===== src/logic/mac_table_pkg.sv =====
`default_nettype none

package mac_table_pkg;

	////////////////////////////////////////////////////////////
	// Table geometry

	// Rows in each way
	localparam int TABLE_ROWS = 64;
	// Associative ways per row
	localparam int ASSOC_WAYS = 4;
	// Addresses waiting to be written into the table
	localparam int PENDING_SIZE = 4;
	// Switch ports, 48 edge plus 2 uplink
	localparam int NUM_PORTS = 50;

	localparam int ROW_BITS = $clog2(TABLE_ROWS);
	localparam int WAY_BITS = $clog2(ASSOC_WAYS);
	localparam int PORT_BITS = $clog2(NUM_PORTS);
	localparam int PEND_BITS = $clog2(PENDING_SIZE);

	// I/G bit, set for broadcast and multicast
	localparam int GROUP_BIT = 40;

	////////////////////////////////////////////////////////////
	// Field types

	typedef logic [47:0] mac_t;
	typedef logic [11:0] vlan_t;
	typedef logic [PORT_BITS-1:0] port_t;
	typedef logic [ROW_BITS-1:0] row_t;
	typedef logic [WAY_BITS-1:0] way_t;

	// Row index from MAC and VLAN
	// Fold the MAC into 16 bits, mix in the VLAN, keep the low bits
	function automatic row_t table_hash(input mac_t mac, input vlan_t vlan);
		logic [15:0] folded;
		folded = mac[47:32] ^ mac[31:16] ^ mac[15:0] ^ {4'h0, vlan};
		return folded[ROW_BITS-1:0];
	endfunction

endpackage

`default_nettype wire


===== src/logic/way_match.sv =====
`timescale 1ns/1ps
`default_nettype none

module way_match import mac_table_pkg::*; (
	input wire clk,
	input wire reset,
	// Loads the result register
	input wire res_en,

	input wire mac_t key_mac,
	input wire vlan_t key_vlan,
	input wire [ASSOC_WAYS-1:0] way_valid,
	input wire mac_t [ASSOC_WAYS-1:0] way_mac,
	input wire vlan_t [ASSOC_WAYS-1:0] way_vlan,
	input wire port_t [ASSOC_WAYS-1:0] way_port,

	output logic hit,
	output port_t hit_port,

	output logic res_done,
	output logic res_hit,
	output port_t res_port
);

	// Compare every way of the row
	// Later ways override earlier ones, so the top way wins on a double hit
	always_comb begin
		hit = 1'b0;
		hit_port = '0;
		for (int i = 0; i < ASSOC_WAYS; i++) begin
			if (way_valid[i] && (way_mac[i] == key_mac) && (way_vlan[i] == key_vlan)) begin
				hit = 1'b1;
				hit_port = way_port[i];
			end
		end
	end

	// Result register, hit and port held at zero between results
	always_ff @(posedge clk) begin
		if (reset) begin
			res_done <= 1'b0;
			res_hit <= 1'b0;
			res_port <= '0;
		end else begin
			res_done <= res_en;
			res_hit <= res_en && hit;
			res_port <= res_en ? hit_port : '0;
		end
	end

endmodule

`default_nettype wire


===== config.mk =====
export PLATFORM = sky130hd
export DESIGN_NAME = way_match
export DESIGN_NICKNAME = d
export VERILOG_FILES = /design/src/logic/mac_table_pkg.sv /design/src/logic/way_match.sv
export SDC_FILE = /design/constraint.sdc
export NUM_CORES = 1
export LEC_CHECK = 0
export BUFFER_PORTS_ARGS = -buffer_cell sky130_fd_sc_hd__buf_4
export CORE_AREA = 2 2 136 138
export DETAILED_ROUTE_END_ITERATION = 8
export DIE_AREA = 0 0 138 140
export GPL_ROUTABILITY_DRIVEN = 1
export PLACE_DENSITY = 0.47
export SLEW_MARGIN = 20
export SYNTH_ARGS = -nofsm -noshare
export SYNTH_HDL_FRONTEND = slang
export SYNTH_SLANG_ARGS = --single-unit

===== constraint.sdc =====
create_clock -name clk -period 4.69 [get_ports clk]
set_input_delay 1.1725 -clock clk [delete_from_list [all_inputs] [get_ports clk]]
set_output_delay 1.1725 -clock clk [all_outputs]
set_load 0.02 [all_outputs]

==> impl_metrics.toml <==
[timing]
timing_worst_slew_pin_value_ps = 440
timing.final.setup_violations = 0
slew_headroom = 0.706
period_utilization_post_route = 0.990
fmaxAchievable_mhz = 215
finalHoldViolCount = 0
finalWorstPathRequiredPeriod_ps = 4640
final-max-slew-violation-count = 0

[min_path]
worstHoldPathCells = 2
hold_crit_path_type = "in -> reg"
holdPathEnd = "res_done$_SDFF_PP0_"
start_point_of_the_worst_min_delay_path = "reset"

[cells_and_area]
drive_gt1_frac = 0.523
layout.cell_area.non_filler_um2 = 6940
diodes = 0
area_of_combinational_cells_with_multiple_inputs_um2 = 3260
filler_cell_count = 1963
flow.area_growth_from_synthesis_pct = 105
final_core_util = 0.391
nets = 1172
area.sequential_um2 = 160

[status]
result_of_the_run = "completed"

[clock_tree]
ctsHtreeMaxLevel = 1
cts.path.max_buffers = 2
cts_buffers = 3
clk_pin_slew_ps = 40
ctsRootBufferMaster = "sky130_fd_sc_hd__clkbuf_16"
hold_buffers = 0
postCtsSetupBuffers = 0
cts.sink_count = 8
tritoncts_clock_tree = "yes"

[global_route]
remaining_global_route_overflow = 0
pin_count_of_the_biggest_net_entering_global_routing = 9
grt_first_pass_wirelength_um = 34400
grtUsageMet3 = 0.0496
grtUsageMet1 = 0.291
grt.met2_usage = 0.454
grt_busiest_layer = "met2"
grt_antenna_before_repair = 0
grt_pass1_vias = 5296
grtUsageTotal = 0.243

[critical_path]
worst_ep_required_time_ps = 3520
worstPathArrival_ps = 3470
cp-start-kind = "primary input"
cp-end-kind = "output port"
path_class = "in -> out"
worstPathMaxFanout = 7

[yosys]
yosys_register_bits = 8
synth_top_area_cell = "sky130_fd_sc_hd__xnor2_1"
yosys.cell_count.top_type = "sky130_fd_sc_hd__xnor2_1"
count_of_distinct_cell_types_in_the_synthesized_netlist = 39
synth_ff_type = "sky130_fd_sc_hd__dfxtp_1"
ys_top_cells_by_area = "sky130_fd_sc_hd__xnor2_1 29%, sky130_fd_sc_hd__xor2_1 14%, sky130_fd_sc_hd__nand2b_1 8.5%, sky130_fd_sc_hd__nand4_1 5.7%, sky130_fd_sc_hd__nor4_1 5.5%"
post-synth-top-area-fraction = 0.287
syn-cell-area_um2 = 3390
netlist_top_cells_count = "111 x sky130_fd_sc_hd__xnor2_1, 55 x sky130_fd_sc_hd__xor2_1, 46 x sky130_fd_sc_hd__nand2b_1, 41 x sky130_fd_sc_hd__inv_1, 31 x sky130_fd_sc_hd__nand4_1"
post_synth_inst_count = 449
sequential_to_total_area_share_from_yosys_stat = 0.0473
synth_warnings = 0
avgSynthCellArea_um2 = 7.54
synth_async_sr_flop_share = 0
synth_edf_count = 0
synthesis.nets = 780

[placement]
gp_congestion = 0.895
detailed_place_hpwl_um = 23100
dpl-instance-area_um2 = 6650
io_buffer_count = 345

[route]
routed_via_density = 4.52
wl_per_cell_um = 23.2
wirelength_um = 24800
drtAntennaViolNets = 0
detailed_route_via_count = 4823
dr.pass1.iters = 5
detail_route.drc_violations = 0
detail_route.iter0.violations = 149

[pwr]
vdd_drop_max_v = 0.000225
power.density_cell_area_nw_per_um2 = 113
power_leakage_nw = 3.23

[floorplanning]
floorplan.io_pins = 346
floorplan.core_area_um2 = 17800
initial_utilization = 0.190
floorplan.die_area_um2 = 19300
die_w_um = 138
rows = 49
floorplan.die.height_um = 140

[flow_run]
max_cap_viol_count = 0
final cells by class:
class / count / area share
Tap cell: 229 / 0.0413
Sequential cell: 8 / 0.0231
Clock buffer: 3 / 0.0108
Multi-Input combinational cell: 389 / 0.469
Timing Repair Buffer: 397 / 0.433
Inverter: 42 / 0.0227
critical path, stage by stage:
cell and delay [ps]:
sky130_fd_sc_hd__buf_4 150, sky130_fd_sc_hd__xnor2_1 160, sky130_fd_sc_hd__nand4_1 170, sky130_fd_sc_hd__nor4_4 360
sky130_fd_sc_hd__buf_4 190, sky130_fd_sc_hd__nand4_4 120, sky130_fd_sc_hd__or4_4 550, sky130_fd_sc_hd__mux2_2 280
sky130_fd_sc_hd__and2_1 160, sky130_fd_sc_hd__buf_4 150
timing repair:
action,CTS,global route
resized for setup,18,27
pin swaps,4,15
setup endpoints to repair,7,6
cloned,0,0
layer usage:
metal  part of all wire  routed length (um)
met1               0.41               10100
met5                  0                   0
met2               0.50               12500
met4              0.015                 367
met3              0.076                1870
cell usage in the layout, fill, tap and decap left out, drive strengths merged:
| master | count |
|---|---|
| a221oi | 1 |
| o32ai | 1 |
| a2111oi | 2 |
| o2bb2ai | 6 |
| a221o | 8 |
| clkbuf | 3 |
| nand2 | 2 |
| a222oi | 1 |
| dfxtp | 8 |
| a2bb2oi | 1 |
| o21ai | 2 |
| a22o | 6 |
| buf | 397 |
| o221ai | 2 |
| o22ai | 13 |
| a22oi | 3 |
| or4 | 6 |
| and2 | 8 |
| xor2 | 55 |
| inv | 42 |
| nor2b | 11 |
| mux2 | 6 |
| xnor2 | 111 |
| a2111o | 2 |
| nor4 | 31 |
| and4 | 1 |
| nand4 | 32 |
| nor4bb | 1 |
| nor2 | 2 |
| a211oi | 1 |
| nand2b | 46 |
| and3 | 7 |
| nor3 | 1 |
| nand3 | 4 |
| o2111ai | 15 |
| or3 | 1 |
report_power, final:
group	total [mW]	internal, mW	switching (mW)
clock	0.143	0.110	0.0331
combinational	0.575	0.328	0.247
sequential	0.0689	0.0688	0.0000925
total	0.787	0.507	0.280
kinds of logic after synthesis:
logic type,count (synthesis),share of synthesized area
mux,6,0.0200
compound gates,64,0.159
xor+xnor,166,0.429
buf+inv,52,0.0584
simple gates,153,0.286
flops,8,0.0473
how the worst max path moves through the flow:
| stage | start | to | slack (ps) |
|---|---|---|---|
| finish | key_mac[30] | hit_port[4] | 50 |
| global route | key_mac[20] | hit_port[4] | -3 |
| floorplan | key_mac[3] | hit_port[0] | 460 |
| detailed placement | key_vlan[6] | hit_port[3] | -280 |
| global placement | way_mac[20] | hit_port[3] | -340 |
| CTS | key_mac[16] | hit_port[1] | 1 |
flip-flops by register name (all words and copies together) (netlist names):
register / flops
res_port: 6
res_done: 1
res_hit: 1
per-stage QoR:
step                      hold WS (ps)  setup WS (ps)  std cells  power, mW  TNS [ps]
after global placement            1450           -343       1068      0.632     -2090
after CTS                         1220           1.49       1069      0.785         0
after floorplan                   1300            460        449      0.261         0
after detailed placement          1460           -283       1068      0.633     -1730
final                             1210           45.5       1068      0.787         0
after global routing              1220          -3.12       1068      0.834     -4.11
Power figures use the tool's default switching activity.
