===== src/logic/mac_table_pkg.sv =====
`default_nettype none

package mac_table_pkg;

	////////////////////////////////////////////////////////////
	// Table geometry

	// Rows in each way
	localparam int TABLE_ROWS = 64;
	// Associative ways per row
	localparam int ASSOC_WAYS = 4;
	// Addresses waiting to be written into the table
	localparam int PENDING_SIZE = 4;
	// Switch ports, 48 edge plus 2 uplink
	localparam int NUM_PORTS = 50;

	localparam int ROW_BITS = $clog2(TABLE_ROWS);
	localparam int WAY_BITS = $clog2(ASSOC_WAYS);
	localparam int PORT_BITS = $clog2(NUM_PORTS);
	localparam int PEND_BITS = $clog2(PENDING_SIZE);

	// I/G bit, set for broadcast and multicast
	localparam int GROUP_BIT = 40;

	////////////////////////////////////////////////////////////
	// Field types

	typedef logic [47:0] mac_t;
	typedef logic [11:0] vlan_t;
	typedef logic [PORT_BITS-1:0] port_t;
	typedef logic [ROW_BITS-1:0] row_t;
	typedef logic [WAY_BITS-1:0] way_t;

	// Row index from MAC and VLAN
	// Fold the MAC into 16 bits, mix in the VLAN, keep the low bits
	function automatic row_t table_hash(input mac_t mac, input vlan_t vlan);
		logic [15:0] folded;
		folded = mac[47:32] ^ mac[31:16] ^ mac[15:0] ^ {4'h0, vlan};
		return folded[ROW_BITS-1:0];
	endfunction

endpackage

`default_nettype wire


===== src/logic/request_decode.sv =====
`timescale 1ns/1ps
`default_nettype none

module request_decode import mac_table_pkg::*; (
	input wire clk,
	input wire reset,

	input wire req_valid,
	input wire port_t req_src_port,
	input wire vlan_t req_vlan,
	input wire mac_t req_src_mac,
	input wire mac_t req_dst_mac,

	output logic lk_en,
	output row_t lk_row,
	output logic src_en,
	output row_t src_row,

	output logic ctx_valid,
	output vlan_t ctx_vlan,
	output mac_t ctx_src_mac,
	output port_t ctx_src_port,
	output mac_t ctx_dst_mac
);

	// First delay stage
	logic s1_valid;
	vlan_t s1_vlan;
	mac_t s1_src_mac;
	port_t s1_src_port;
	mac_t s1_dst_mac;

	////////////////////////////////////////////////////////////
	// Table indexes

	// Both lookups run in the request cycle
	assign lk_en = req_valid;
	assign src_en = req_valid;
	// Source and destination share the request VLAN
	assign lk_row = table_hash(req_dst_mac, req_vlan);
	assign src_row = table_hash(req_src_mac, req_vlan);

	////////////////////////////////////////////////////////////
	// Context delay, two stages to match the memory read

	always_ff @(posedge clk) begin
		if (reset) begin
			s1_valid <= 1'b0;
			ctx_valid <= 1'b0;
		end else begin
			s1_valid <= req_valid;
			ctx_valid <= s1_valid;
		end
	end

	// Payload fields
	always_ff @(posedge clk) begin
		s1_vlan <= req_vlan;
		s1_src_mac <= req_src_mac;
		s1_src_port <= req_src_port;
		s1_dst_mac <= req_dst_mac;

		ctx_vlan <= s1_vlan;
		ctx_src_mac <= s1_src_mac;
		ctx_src_port <= s1_src_port;
		ctx_dst_mac <= s1_dst_mac;
	end

endmodule

`default_nettype wire


===== config.mk =====
export PLATFORM = sky130hd
export DESIGN_NAME = request_decode
export DESIGN_NICKNAME = d
export VERILOG_FILES = /design/src/logic/mac_table_pkg.sv /design/src/logic/request_decode.sv
export SDC_FILE = /design/constraint.sdc
export NUM_CORES = 1
export LEC_CHECK = 0
export ABC_AREA = 1
export BUFFER_PORTS_ARGS = -buffer_cell sky130_fd_sc_hd__clkbuf_2
export CORE_ASPECT_RATIO = 1.1
export CORE_MARGIN = 2
export CORE_UTILIZATION = 25
export CTS_CLUSTER_SIZE = 28
export DETAILED_ROUTE_END_ITERATION = 10
export PLACE_DENSITY = 0.58
export SYNTH_ARGS = -nofsm -noshare
export SYNTH_HDL_FRONTEND = slang
export SYNTH_SLANG_ARGS = --single-unit

===== constraint.sdc =====
create_clock -name clk -period 0.8 [get_ports clk]
set_input_delay 0 -clock clk [delete_from_list [all_inputs] [get_ports clk]]
set_output_delay 0 -clock clk [all_outputs]
set_load 0.1 [all_outputs]

==> results list <==
- Run status: finished, violations left
- Violated checks: negative setup slack
- At the pin with the least slew margin, the transition time is 0.141 ns.
- Global routing finished with a remaining overflow of 0.
- In the global route stage, met1 resource usage came out at 0.100.
* Total power density per cell area: 2600 nW/µm²
- The initial antenna violation count came to 0.
* Cell-by-cell listing of the critical path: buf_12
- Mapped Nets: 551
* Die extent in x: 145 µm
- Net load switching power: 7970 µW
- Setup violations remaining at the end of the flow were counted as 115.
* Clock period minus final worst setup slack: 1.01 ns
* Final Skew: 0.00708 ns
* Average footprint of a synthesized cell: 12.5 µm²
* Router iterations before antenna repair: 4
- Post-CTS setup-driven buffer insertion count: 0
- H-Tree Level Count: 1
* Diode insertion count for antenna repair: 0
- Buffer type at the clock tree root: sky130_fd_sc_hd__clkbuf_16
* Area contributors post-synth: sky130_fd_sc_hd__dfxtp_1 (85%), sky130_fd_sc_hd__nand2_1 (7.6%), sky130_fd_sc_hd__inv_1 (3.8%), sky130_fd_sc_hd__nor2_1 (1.8%), sky130_fd_sc_hd__xnor2_1 (1.8%)
* Post-route worst hold slack: 0.152 ns
* Largest net degree at the start of global routing: 15
* Clock Latency Late Sink: 0.49 ns
- For this run, design rule violations remaining after detail routing come to 0.
- Buffer and inverter count on the worst path: 1
- The number of clock buffers added by TritonCTS is 23.
* Filler cell count: 1773
- Reported max-cap violation count: 0
- Crit-path max FO: 1
- Once routing completed, OpenROAD measured the worst setup slack at -0.209 ns.
- The cell family contributing the most delay on the critical path is flip-flops.
- Floorplan row count: 56
- Setup repair after global routing could not meet its margin everywhere.
* Sequential cell area: 4750 µm²
- STA classifies the critical path startpoint as a register.
* Hold crit path type: in2reg
* CTS tree: built
* Clock share of power: 0.365
- Post-Place Worst Slack: 0.110 ns
- For this run, the register share of the synthesized area comes to 0.848.
- After floorplanning, the core was sized to cover 21300 µm².
- Total vias in the final route: 3993
- Vias per cell: 3.55
* Half-perimeter wire length after detailed placement: 9030 µm
- The worst setup path is captured at an output port.
* All-layer global routing usage: 0.110
* I/O pin count: 246
- Net count of the finished layout: 935
- Fraction of final layout cells sized beyond drive strength 1: 0.489
- After clock tree synthesis, the clock-pin slew on the worst setup and hold paths is 0.06 ns.
- The worst register-to-register path ends at ctx_valid.
* GR met2 Demand/Resource: 0.217
* R2r startpoint: s1_valid
- Endpoint of the worst hold-timing path: s1_src_mac[23]
- The longest clock path from root to sink contains 3 buffers.
* Final Hold Viols: 0
- The routed design has 13000 µm of wire.
- Min-Delay Path Depth: 2
- Once detail routing completed, the nets flagged for antenna violations numbered 0.
- Kind of critical path: reg2out
- GRT met3 Usage: 0.0340
- In this run the most critical hold path is launched from req_src_mac[23].
* Final period util: 1.26
- The number of global-route vias before repair came to 4050.
- In this run the static leakage power is 0.00520 µW.
- The floorplan step defined a die boundary enclosing 22900 µm².
- Synthesis inferred 230 register bits.
* Worst-case register-to-register setup slack: 0.33 ns
- The initial utilization of the core area, before any placement, comes to 0.255.
* Iteration-0 DRC Markers: 83
* Delay of the slowest cell on the worst path: 0.34 ns
- Area used by multi-input combinational logic: 637 µm²
- Overall die height: 159 µm
* Weighted congestion at the end of routability-driven global placement: 0.718
- Of the total power, registers draw 0.435.
- STA puts the critical path data required time at 0.80 ns.
- Number of synthesis warnings: 0
* Portion of total power attributed to combinational logic: 0.200
- Synthesis produced a netlist whose cell count is 434.
* Share of the synthesized area in the top cell type: 0.848
* Routed len/inst: 11.6 µm
* Wire length of the first global-routing pass: 19600 µm
* Worst rel slew slack: 0.905
- The netlist uses 6 different library cells.
- The synthesized design spends more area on one cell type than any other, namely sky130_fd_sc_hd__dfxtp_1.
* Routing layer with the top usage in global route: met2
- Worst vdd ir: 2230 µV
* Internal power summed over all cells: 20700 µW
- Number of placed instances, taps included: 967
- Final cell count without fillers: 1124
- Of the total power, the share spent switching nets is 0.278.
* PortBufs: 245
* Num Clock Sinks: 230
- Number of cell instances on the worst register-to-register path: 2
- Data arrives at the worst endpoint at 1.01 ns.
* Area of the mapped netlist: 5430 µm²
- Critical-path top delay cell: sky130_fd_sc_hd__dfxtp_2
- Based on the critical path, the design can be clocked at up to 0.991 GHz.
- The total count of max-transition violations in the final report was 0.
- Stages on worst setup path: 1
* Area delta synth->final: 103%
==> kinds of logic after synthesis <==
logic type,share of synthesized area
flops,0.848
simple gates,0.0940
buf+inv,0.0408
xor+xnor,0.0177
==> cell usage after synthesis, drive strengths merged <==
master,count
inv,55
nor2,26
xnor2,11
nand2,110
buf,2
dfxtp,230
==> layout make-up <==
class                      count  share of cell area
clock buffer                  36              0.0638
clock inverter                 5             0.00487
inverter                      55              0.0187
multi-input combinational    147              0.0577
sequential                   230               0.430
tap                          290              0.0329
timing repair buffer         361               0.392
==> state kept, by name (all words and copies together) (netlist names) <==
register,count
ctx_src_port,6
s1_src_mac,48
ctx_valid,1
s1_valid,1
ctx_dst_mac,48
s1_src_port,6
s1_dst_mac,48
s1_vlan,12
ctx_src_mac,48
ctx_vlan,12
==> power by group through the flow <==
| stage | Sequential (µW) | Clock, µW | Combinational, µW |
|---|---|---|---|
| 4_1_cts | 12500 | 10800 | 5770 |
| 5_1_grt | 12500 | 11300 | 5940 |
| 3_3_place_gp | 12700 | 0 | 5270 |
| 3_5_place_dp | 12700 | 0 | 5310 |
| 2_1_floorplan | 14800 | 0 | 952 |
| 6_report | 12500 | 10500 | 5740 |
==> timing repair <==
action	CTS	global route
setup endpoints to repair	115	115
endpoints found under the hold margin	116	0
hold buffers	116	0
resized for setup	0	0
==> metal layers <==
metal  vias to the layer above  routed length, µm
li1                       2035                  -
met1                      1781               4210
met2                       148               7340
met3                        29               1040
met4                         0                428
met5                         -                  0
==> cell usage in the layout, fill, tap and decap left out <==
cell and n:
sky130_fd_sc_hd__nand2_2 12, sky130_fd_sc_hd__clkbuf_8 8, sky130_fd_sc_hd__dfxtp_1 115, sky130_fd_sc_hd__dlygate4sd3_1 116
sky130_fd_sc_hd__buf_12 129, sky130_fd_sc_hd__clkinv_2 3, sky130_fd_sc_hd__inv_1 55, sky130_fd_sc_hd__clkbuf_2 116
sky130_fd_sc_hd__dfxtp_2 115, sky130_fd_sc_hd__nand2_1 98, sky130_fd_sc_hd__xnor2_1 11, sky130_fd_sc_hd__clkbuf_1 5
sky130_fd_sc_hd__bufinv_16 1, sky130_fd_sc_hd__clkinv_4 1, sky130_fd_sc_hd__nor2_1 26, sky130_fd_sc_hd__clkbuf_16 23
==> metrics by stage <==
stage / area (µm²) / TNS, ns / utilization / power [µW]
2_1_floorplan: 5610 / 0 / - / 15700
3_3_place_gp: 9120 / 0 / 0.428 / 17900
3_5_place_dp: 9120 / 0 / 0.428 / 18000
4_1_cts: 11000 / -25.74 / 0.518 / 29000
5_1_grt: 11000 / -27.77 / 0.518 / 29800
6_report: 11000 / -22.66 / 0.518 / 28700
==> worst max-delay path by stage <==
stage                                 end       startpoint  slack, ns
after global routing      ctx_src_mac[44]  ctx_src_mac[44]      -0.26
after floorplan                 lk_row[4]  req_dst_mac[20]       0.16
after CTS                 ctx_src_mac[44]  ctx_src_mac[44]      -0.24
after detailed placement       src_row[3]      req_vlan[3]       0.11
after global placement         src_row[2]      req_vlan[2]       0.14
final                     ctx_src_port[0]  ctx_src_port[0]      -0.21
No activity file was read; power rests on OpenSTA's default activity.
