$ cat config.mk
export PLATFORM = sky130hd
export DESIGN_NAME = learn_queue
export DESIGN_NICKNAME = d
export VERILOG_FILES = /design/src/logic/mac_table_pkg.sv /design/src/logic/learn_queue.sv
export SDC_FILE = /design/constraint.sdc
export NUM_CORES = 1
export LEC_CHECK = 0
export BUFFER_PORTS_ARGS = -buffer_cell sky130_fd_sc_hd__clkbuf_2
export CAP_MARGIN = 5
export CORE_UTILIZATION = 35
export CTS_BUF_LIST = sky130_fd_sc_hd__clkbuf_2
export DETAILED_ROUTE_END_ITERATION = 8
export GPL_ROUTABILITY_DRIVEN = 0
export MAX_ROUTING_LAYER = met4
export PLACE_DENSITY = 0.55
export REMOVE_ABC_BUFFERS = 1
export SLEW_MARGIN = 10
export SYNTH_ARGS = -nofsm -noshare
export SYNTH_HDL_FRONTEND = slang
export SYNTH_SLANG_ARGS = --single-unit
$ cat constraint.sdc
create_clock -name clk -period 8.95 [get_ports clk]
set_input_delay 2.685 -clock clk [delete_from_list [all_inputs] [get_ports clk]]
set_output_delay 2.685 -clock clk [all_outputs]
set_load 0.01 [all_outputs]
$ cat src/logic/mac_table_pkg.sv
`default_nettype none

package mac_table_pkg;

	////////////////////////////////////////////////////////////
	// Table geometry

	// Rows in each way
	localparam int TABLE_ROWS = 64;
	// Associative ways per row
	localparam int ASSOC_WAYS = 4;
	// Addresses waiting to be written into the table
	localparam int PENDING_SIZE = 4;
	// Switch ports, 48 edge plus 2 uplink
	localparam int NUM_PORTS = 50;

	localparam int ROW_BITS = $clog2(TABLE_ROWS);
	localparam int WAY_BITS = $clog2(ASSOC_WAYS);
	localparam int PORT_BITS = $clog2(NUM_PORTS);
	localparam int PEND_BITS = $clog2(PENDING_SIZE);

	// I/G bit, set for broadcast and multicast
	localparam int GROUP_BIT = 40;

	////////////////////////////////////////////////////////////
	// Field types

	typedef logic [47:0] mac_t;
	typedef logic [11:0] vlan_t;
	typedef logic [PORT_BITS-1:0] port_t;
	typedef logic [ROW_BITS-1:0] row_t;
	typedef logic [WAY_BITS-1:0] way_t;

	// Row index from MAC and VLAN
	// Fold the MAC into 16 bits, mix in the VLAN, keep the low bits
	function automatic row_t table_hash(input mac_t mac, input vlan_t vlan);
		logic [15:0] folded;
		folded = mac[47:32] ^ mac[31:16] ^ mac[15:0] ^ {4'h0, vlan};
		return folded[ROW_BITS-1:0];
	endfunction

endpackage

`default_nettype wire

$ cat src/logic/learn_queue.sv
`timescale 1ns/1ps
`default_nettype none

module learn_queue import mac_table_pkg::*; (
	input wire clk,
	input wire reset,

	// Source read request from decode
	input wire src_en,
	input wire row_t src_row,

	// Context and source check result
	input wire ctx_valid,
	input wire mac_t ctx_src_mac,
	input wire vlan_t ctx_vlan,
	input wire port_t ctx_src_port,
	input wire src_known,

	// Learn port of the table
	output logic ln_en,
	output row_t ln_row,
	output logic [ASSOC_WAYS-1:0] ln_we,
	output mac_t ln_wmac,
	output vlan_t ln_wvlan,
	output port_t ln_wport
);

	// Registered learn decision
	logic learn_req;
	mac_t learn_mac;
	vlan_t learn_vlan;
	port_t learn_port;
	way_t learn_way;

	// Replacement way, steps once per decision
	way_t way_ctr;

	// Pending set
	logic [PENDING_SIZE-1:0] pend_valid;
	mac_t pend_mac [PENDING_SIZE];
	vlan_t pend_vlan [PENDING_SIZE];
	port_t pend_port [PENDING_SIZE];
	way_t pend_way [PENDING_SIZE];

	logic learn_now;
	logic already_pending;
	logic free_found;
	logic [PEND_BITS-1:0] free_slot;
	logic wr_found;
	logic [PEND_BITS-1:0] wr_slot;
	logic wr_go;

	////////////////////////////////////////////////////////////
	// Learn decision

	// Unknown unicast sources only
	assign learn_now = ctx_valid && !src_known && !ctx_src_mac[GROUP_BIT];

	always_ff @(posedge clk) begin
		if (reset) begin
			learn_req <= 1'b0;
			way_ctr <= '0;
		end else begin
			learn_req <= learn_now;
			if (learn_now)
				way_ctr <= way_ctr + 1'b1;
		end
	end

	always_ff @(posedge clk) begin
		if (learn_now) begin
			learn_mac <= ctx_src_mac;
			learn_vlan <= ctx_vlan;
			learn_port <= ctx_src_port;
			learn_way <= way_ctr;
		end
	end

	////////////////////////////////////////////////////////////
	// Pending set search

	// Downward scans, so the lowest slot is picked
	always_comb begin
		already_pending = 1'b0;
		free_found = 1'b0;
		free_slot = '0;
		wr_found = 1'b0;
		wr_slot = '0;
		for (int i = PENDING_SIZE - 1; i >= 0; i--) begin
			if (pend_valid[i] && (pend_mac[i] == learn_mac) &&
				(pend_vlan[i] == learn_vlan) && (pend_port[i] == learn_port))
				already_pending = 1'b1;
			if (!pend_valid[i]) begin
				free_found = 1'b1;
				free_slot = PEND_BITS'(i);
			end else begin
				wr_found = 1'b1;
				wr_slot = PEND_BITS'(i);
			end
		end
	end

	////////////////////////////////////////////////////////////
	// Learn port arbitration

	// Source reads first, then one pending write
	assign wr_go = wr_found && !src_en;

	always_comb begin
		ln_en = src_en || wr_found;
		ln_row = src_en ? src_row : table_hash(pend_mac[wr_slot], pend_vlan[wr_slot]);
		ln_we = '0;
		if (wr_go)
			ln_we[pend_way[wr_slot]] = 1'b1;
		ln_wmac = pend_mac[wr_slot];
		ln_wvlan = pend_vlan[wr_slot];
		ln_wport = pend_port[wr_slot];
	end

	// Slot insert and clear never hit the same slot
	always_ff @(posedge clk) begin
		if (reset) begin
			pend_valid <= '0;
		end else begin
			if (wr_go)
				pend_valid[wr_slot] <= 1'b0;
			// Full set drops the address
			if (learn_req && !already_pending && free_found)
				pend_valid[free_slot] <= 1'b1;
		end
	end

	always_ff @(posedge clk) begin
		if (learn_req && !already_pending && free_found) begin
			pend_mac[free_slot] <= learn_mac;
			pend_vlan[free_slot] <= learn_vlan;
			pend_port[free_slot] <= learn_port;
			pend_way[free_slot] <= learn_way;
		end
	end

endmodule

`default_nettype wire

==> out/metrics.cfg, run 1 <==
[floorplanning]
die_x_um=214
dieArea_um2=45800
coreArea_um2=44300
row_count=77
start_util=0.355
io_pins=154
die_h_um=214

[route]
vias=10500
drt_iter0_markers=933
drc=0
detail-route-antenna-nets=0
avgViaCountPerCell=5.26
avgRoutedWirePerCell_um=24.9
drt_pass1_iterations=5
routed_wl_mm=49.5

[setup_path]
crit_chain=inv_1 > o21ai_4 > buf_4 > mux2i_1 > o21ai_0 > xnor2_1 > xnor2_1 > o21ai_1 > clkbuf_2
critical_path.top_delay_family=buffers and inverters
crit_path_top_delay_cell=o21ai_0
critPathArrivalTime_ns=4.22
worstSetupStartpointType=flip-flop
worstPathRequired_ns=6.27
slowest_delay_ns=0.74
crit_type=reg2out
crit_path_end_kind=primary output
worst-path-buf-inv=3
critPathMaxFanout=40
cp_common_cell=xnor2_1

[synth]
synth_edf_count=340
synth_most_common_cell=edfxtp_1
syn_area_um2=15700
synth_top_area_frac=0.649
postSynth.asyncResetShare=0
avgSynthCellArea_um2=14.2
ys.flop_type=edfxtp_1
yosys-top-cells-area=edfxtp_1 65%, xnor2_1 10%, mux2i_1 4.2%
synth_common_cells=340 x edfxtp_1, 179 x xnor2_1, 71 x a22oi_1, 71 x o21ai_0, 66 x mux2i_1
synth_cells=1109
synth-seq-cells=347
ys_types=46
synth-seq-area-share=0.658
synth_largest_area_cell=edfxtp_1
ys_warn_count=0

[clocking]
ctsHtreeMaxLevel=3
cts_tree=built
cts_made_buffers=97
clockBufferDepth=3
cts-root-buf=clkbuf_2
post_cts_buffers=0
insertion_delay_ns=1.09
cts.sinks=347
cts_resized=0
hold_buffers=0
clkTransAtPathRegs_ns=0.09

[sta]
setup_viol=0
rsz0062_at_grt=false
slew_violations=0
hold_viol_final=0
post-route-period-util=0.772
fmax_ghz=0.145
skew_ns=0.0795
period_minus_slack_ns=6.91
worst_slew_pin_slew_ns=1.03
setup_tns_ns=0
relSlewSlack=0.316

[placed_design]
dp_hpwl_mm=34.0
dp.cells=1813
io_buffer_count=153

[power]
ir_drop_mv=0.0681
p_sw_frac=0.259
power_density_nw_per_um2=176
seqPwrFrac=0.583
internal_power_mw=2.35
p_comb_frac=0.043
switching_power_mw=0.822
p_leak_nw=6.44
finalPower_mw=3.17
p_clk_frac=0.374

[final_layout]
fin_nets=1397
fin_cells=1991
fillers=4278
layout-drive-gt1-share=0.240
syn_to_final_growth_pct=15.0

[global_route]
grt_max_degree=61
grt_pass1_wl_mm=71.1
grt_use_total=0.222
grt_pass1_vias=10500
antenna_found_initial=3
gr-total-overflow=0

[worst_hold_path]
hold_path.class=reg2reg

[run_status]
status=finished clean

[run]
max_cap_viol_count=0

[worst register-to-register path: stages, from the launching register on]
cell and delay, ns:
edfxtp_1 0.64, xor2_1 0.33, nor4_1 0.20, nand4_1 0.26, nor4_2 0.09, or3_1 0.56
a21oi_4 0.82, buf_4 0.74
[state kept, by name, indices dropped and copies added, names as in the netlist]
| name | flops |
|---|---|
| pend_mac | 192 |
| learn_mac | 48 |
| pend_vlan | 48 |
| learn_port | 6 |
| pend_valid | 4 |
| pend_way | 8 |
| learn_vlan | 12 |
| learn_req | 1 |
| learn_way | 2 |
| pend_port | 24 |
| way_ctr | 2 |
[stage by stage]
| step | worst slack (ns) | utilization | hold slack (ns) | instance area (µm²) |
|---|---|---|---|---|
| 5_1_grt | 1.71 | 0.408 | 0.477 | 18100 |
| 3_3_place_gp | 2.45 | 0.388 | 0.441 | 17200 |
| 2_1_floorplan | 0.128 | - | 0.428 | 15500 |
| 6_report | 2.04 | 0.408 | 0.463 | 18100 |
| 4_1_cts | 1.98 | 0.408 | 0.466 | 18100 |
| 3_5_place_dp | 2.41 | 0.388 | 0.450 | 17200 |
[routing by layer]
layer  part of all wire  vias up  global-route usage
li1                   -     4705                   -
met5                  0        -                   -
met4              0.031        0              0.0887
met1               0.44     5217               0.289
met2               0.45      452               0.324
met3              0.076       91              0.0658
[cell type report]
cell class | count | area [µm²] | share of cell area
Inverter | 44 | 165 | 0.00913
Tap cell | 592 | 741 | 0.0410
Multi-Input combinational cell | 662 | 5030 | 0.278
Clock buffer | 146 | 731 | 0.0404
Timing Repair Buffer | 168 | 891 | 0.0493
Sequential cell | 347 | 10300 | 0.572
Antenna cell | 5 | 12.5 | 0.000692
Clock inverter | 27 | 160 | 0.00886
[worst paths after layout]
check	from	to	slack (ns)	cells after the start
setup reg to reg	learn_mac[18]	pend_port[0][2]	4.85	7
hold / removal	way_ctr[1]	learn_way[1]	0.46	0
setup / recovery	pend_valid[0]	ln_row[2]	2.04	9
hold reg to reg	way_ctr[1]	learn_way[1]	0.46	0
[cells by family after synthesis]
kind of cell | share of synthesized area
flops | 0.658
simple gates | 0.0630
mux | 0.0420
buf+inv | 0.0257
compound gates | 0.0898
xor+xnor | 0.121
[cell usage in the layout (no fill, tap or decap), types with 4 or more instances in the layout]
cell type,netlist,final
o21ai_1,7,6
a21oi_1,5,4
o22ai_1,16,16
o221ai_1,5,5
edfxtp_1,340,340
nor2_1,11,10
mux2i_1,66,66
nor2b_1,27,27
nand4_1,44,44
inv_1,43,43
o21ai_0,71,71
buf_4,2,14
clkinv_1,0,20
nand2_1,15,15
dfxtp_1,7,7
o2111ai_1,8,8
a2111o_1,8,8
nand2b_1,24,24
diode_2,0,5
xnor2_1,179,179
nand3_1,6,6
clkbuf_2,0,299
o2bb2ai_1,4,4
xor2_1,39,39
nor4_1,24,23
a22oi_1,71,71
nor3_1,8,6
[power by group through the flow]
stage / Clock, mW / Sequential (mW) / Combinational (mW)
2_1_floorplan: 0 / 1.87 / 0.0716
3_3_place_gp: 0 / 1.89 / 0.137
3_5_place_dp: 0 / 1.89 / 0.136
4_1_cts: 1.23 / 1.85 / 0.138
5_1_grt: 1.31 / 1.86 / 0.147
6_report: 1.19 / 1.85 / 0.137
Note: power is estimated with default switching activity, not from simulation.
==> run 2: changes to the inputs <==
==> constraint.sdc (replaced) <==
create_clock -name clk -period 6.35 [get_ports clk]
set_input_delay 1.905 -clock clk [delete_from_list [all_inputs] [get_ports clk]]
set_output_delay 1.905 -clock clk [all_outputs]
set_load 0.01 [all_outputs]
==> run 2 against run 1 <==
Net effect: clock power increased by 36%; cell area down 0.10%; clock skew rose by 0.0093 ns; combinational power increased by 41%; die area unchanged; largest cell class unchanged; largest power group unchanged.
==> out/metrics.cfg, run 2 (synthesis results as in run 1) <==
[clocking]
cts_tree=built
cts.sinks=347  ; unchanged
clockBufferDepth=3  ; unchanged
insertion_delay_ns=1.08  ; about the same
clkTransAtPathRegs_ns=0.12  ; +0.03 ns
cts-root-buf=clkbuf_2
cts_resized=0  ; unchanged
hold_buffers=0  ; unchanged
post_cts_buffers=0  ; unchanged
ctsHtreeMaxLevel=3  ; unchanged
cts_made_buffers=95  ; -2.1%

[route]
drc=0  ; unchanged
avgViaCountPerCell=5.24  ; -0.25%
drt_iter0_markers=1009  ; +8.1%
vias=10400  ; -0.55%
routed_wl_mm=50.0  ; +0.85%
avgRoutedWirePerCell_um=25.2  ; +1.2%
drt_pass1_iterations=5  ; unchanged
detail-route-antenna-nets=0  ; unchanged

[setup_path]
cp_common_cell=xnor2_1
crit_type=reg2out
worstSetupStartpointType=flip-flop
crit_path_top_delay_cell=o21ai_0
crit_path_end_kind=primary output
worstPathRequired_ns=4.45  ; -1.82 ns
crit_chain=inv_1 > o21ai_4 > buf_4 > mux2i_1 > o21ai_0 > xnor2_1 > xnor2_1 > o21ai_1 > clkbuf_2
critPathMaxFanout=27  ; -33%
critPathArrivalTime_ns=4.20  ; -0.02 ns
critical_path.top_delay_family=compound AO/OA/AOI/OAI gates
worst-path-buf-inv=3  ; unchanged
slowest_delay_ns=0.78  ; +0.04 ns

[power]
p_clk_frac=0.366  ; -0.008
p_comb_frac=0.044  ; about the same
power_density_nw_per_um2=245  ; +39%
ir_drop_mv=0.101  ; +49%
finalPower_mw=4.42  ; +39%
switching_power_mw=1.15  ; +40%
seqPwrFrac=0.591  ; +0.008
p_leak_nw=6.42  ; -0.30%
internal_power_mw=3.27  ; +39%
p_sw_frac=0.260  ; +0.00105

[sta]
relSlewSlack=0.298  ; -0.0185
period_minus_slack_ns=6.10
hold_viol_final=0  ; unchanged
fmax_ghz=0.164
rsz0062_at_grt=false
slew_violations=0  ; unchanged
setup_viol=0  ; unchanged
hold_ws_ns=0.465  ; +0.00120 ns
post-route-period-util=0.961
worst_slew_pin_slew_ns=1.05  ; +0.0278 ns
skew_ns=0.0888  ; +0.00928 ns

[global_route]
grt_use_total=0.225  ; +0.00228
gr-total-overflow=0  ; unchanged
grt_pass1_vias=10500  ; +0.33%
antenna_found_initial=1  ; -2
grt_max_degree=72  ; +18%
grt_pass1_wl_mm=72.0  ; +1.3%

[floorplanning]
coreArea_um2=44300  ; unchanged
row_count=77  ; unchanged
die_h_um=214  ; unchanged
dieArea_um2=45800  ; unchanged
die_x_um=214  ; unchanged
start_util=0.355  ; unchanged
io_pins=154  ; unchanged

[final_layout]
fin_nets=1401  ; +0.29%
largest_register_ffs=192  ; unchanged
syn_to_final_growth_pct=14.8
regArea_um2=10300  ; unchanged
layout_commonest_cell=edfxtp_1
largest_register=pend_mac
layout_common_cells=340 x edfxtp_1, 286 x clkbuf_2, 179 x xnor2_1
top_regs=pend_mac: 192 flops, learn_mac: 48 flops, pend_vlan: 48 flops
multiInputGateArea_um2=5030  ; unchanged
final_area_um2=18100  ; -0.10%
fillers=4286  ; +0.19%
layout-drive-gt1-share=0.236  ; -0.00397

[run]
max_cap_viol_count=0  ; unchanged

[placed_design]
dp_hpwl_mm=35.0  ; +2.8%
io_buffer_count=153  ; unchanged
placed_area_um2=17200  ; +0.19%

[run_status]
status=finished clean

[worst_hold_path]
hold_path.class=reg2reg

[run 2: cell types whose count changed in the layout (fill, tap and decap cells not counted)]
| cell | delta |
|---|---|
| clkinv_2 | +1 |
| buf_12 | -1 |
| diode_2 | -4 |
| clkinvlp_4 | +1 |
| inv_2 | -1 |
| clkbuf_2 | -13 |
| buf_4 | +7 |
| clkinv_1 | +4 |
[run 2: path summary, 6_finish.rpt]
kind                 startpoint               to  slack [ns]  cells after the start
setup reg to reg  learn_mac[39]  pend_mac[3][20]        2.33                      8
hold reg to reg      way_ctr[1]     learn_way[1]        0.46                      0
setup / recovery  pend_valid[0]        ln_row[2]        0.25                      9
hold / removal       way_ctr[1]     learn_way[1]        0.46                      0
[run 2: area by class of cell]
cell class / instances / share of cell area
sequential: 347 / 0.573
multi-input combinational: 662 / 0.279
antenna: 1 / 0.000139
inverter: 44 / 0.00914
clock inverter: 32 / 0.0102
timing repair buffer: 174 / 0.0511
tap: 592 / 0.0410
clock buffer: 133 / 0.0369
[run 2: metal layers]
layer | up-vias | track usage | part of all wire
met3 | 75 | 0.0422 | 0.071
met1 | 5185 | 0.300 | 0.44
li1 | 4687 | - | -
met2 | 460 | 0.341 | 0.47
met4 | 0 | 0.0784 | 0.024
met5 | - | - | 0
[run 2: power groups by stage]
stage | logic, mW | registers (mW) | clock network (mW)
4_1_cts | 0.195 | 2.61 | 1.68
3_5_place_dp | 0.194 | 2.66 | 0
2_1_floorplan | 0.101 | 2.64 | 0
6_report | 0.193 | 2.61 | 1.62
5_1_grt | 0.208 | 2.62 | 1.78
3_3_place_gp | 0.195 | 2.66 | 0
[run 2: through the flow]
| stage | setup TNS (ns) | std cells | worst slack, ns | util |
|---|---|---|---|---|
| global route | 0 | 1985 | 0.148 | 0.408 |
| detailed placement | 0 | 1819 | 1.41 | 0.388 |
| CTS | 0 | 1984 | 0.306 | 0.408 |
| floorplan | -352.96 | 1053 | -2.21 | - |
| global placement | 0 | 1819 | 1.43 | 0.388 |
| finish | 0 | 1985 | 0.250 | 0.408 |
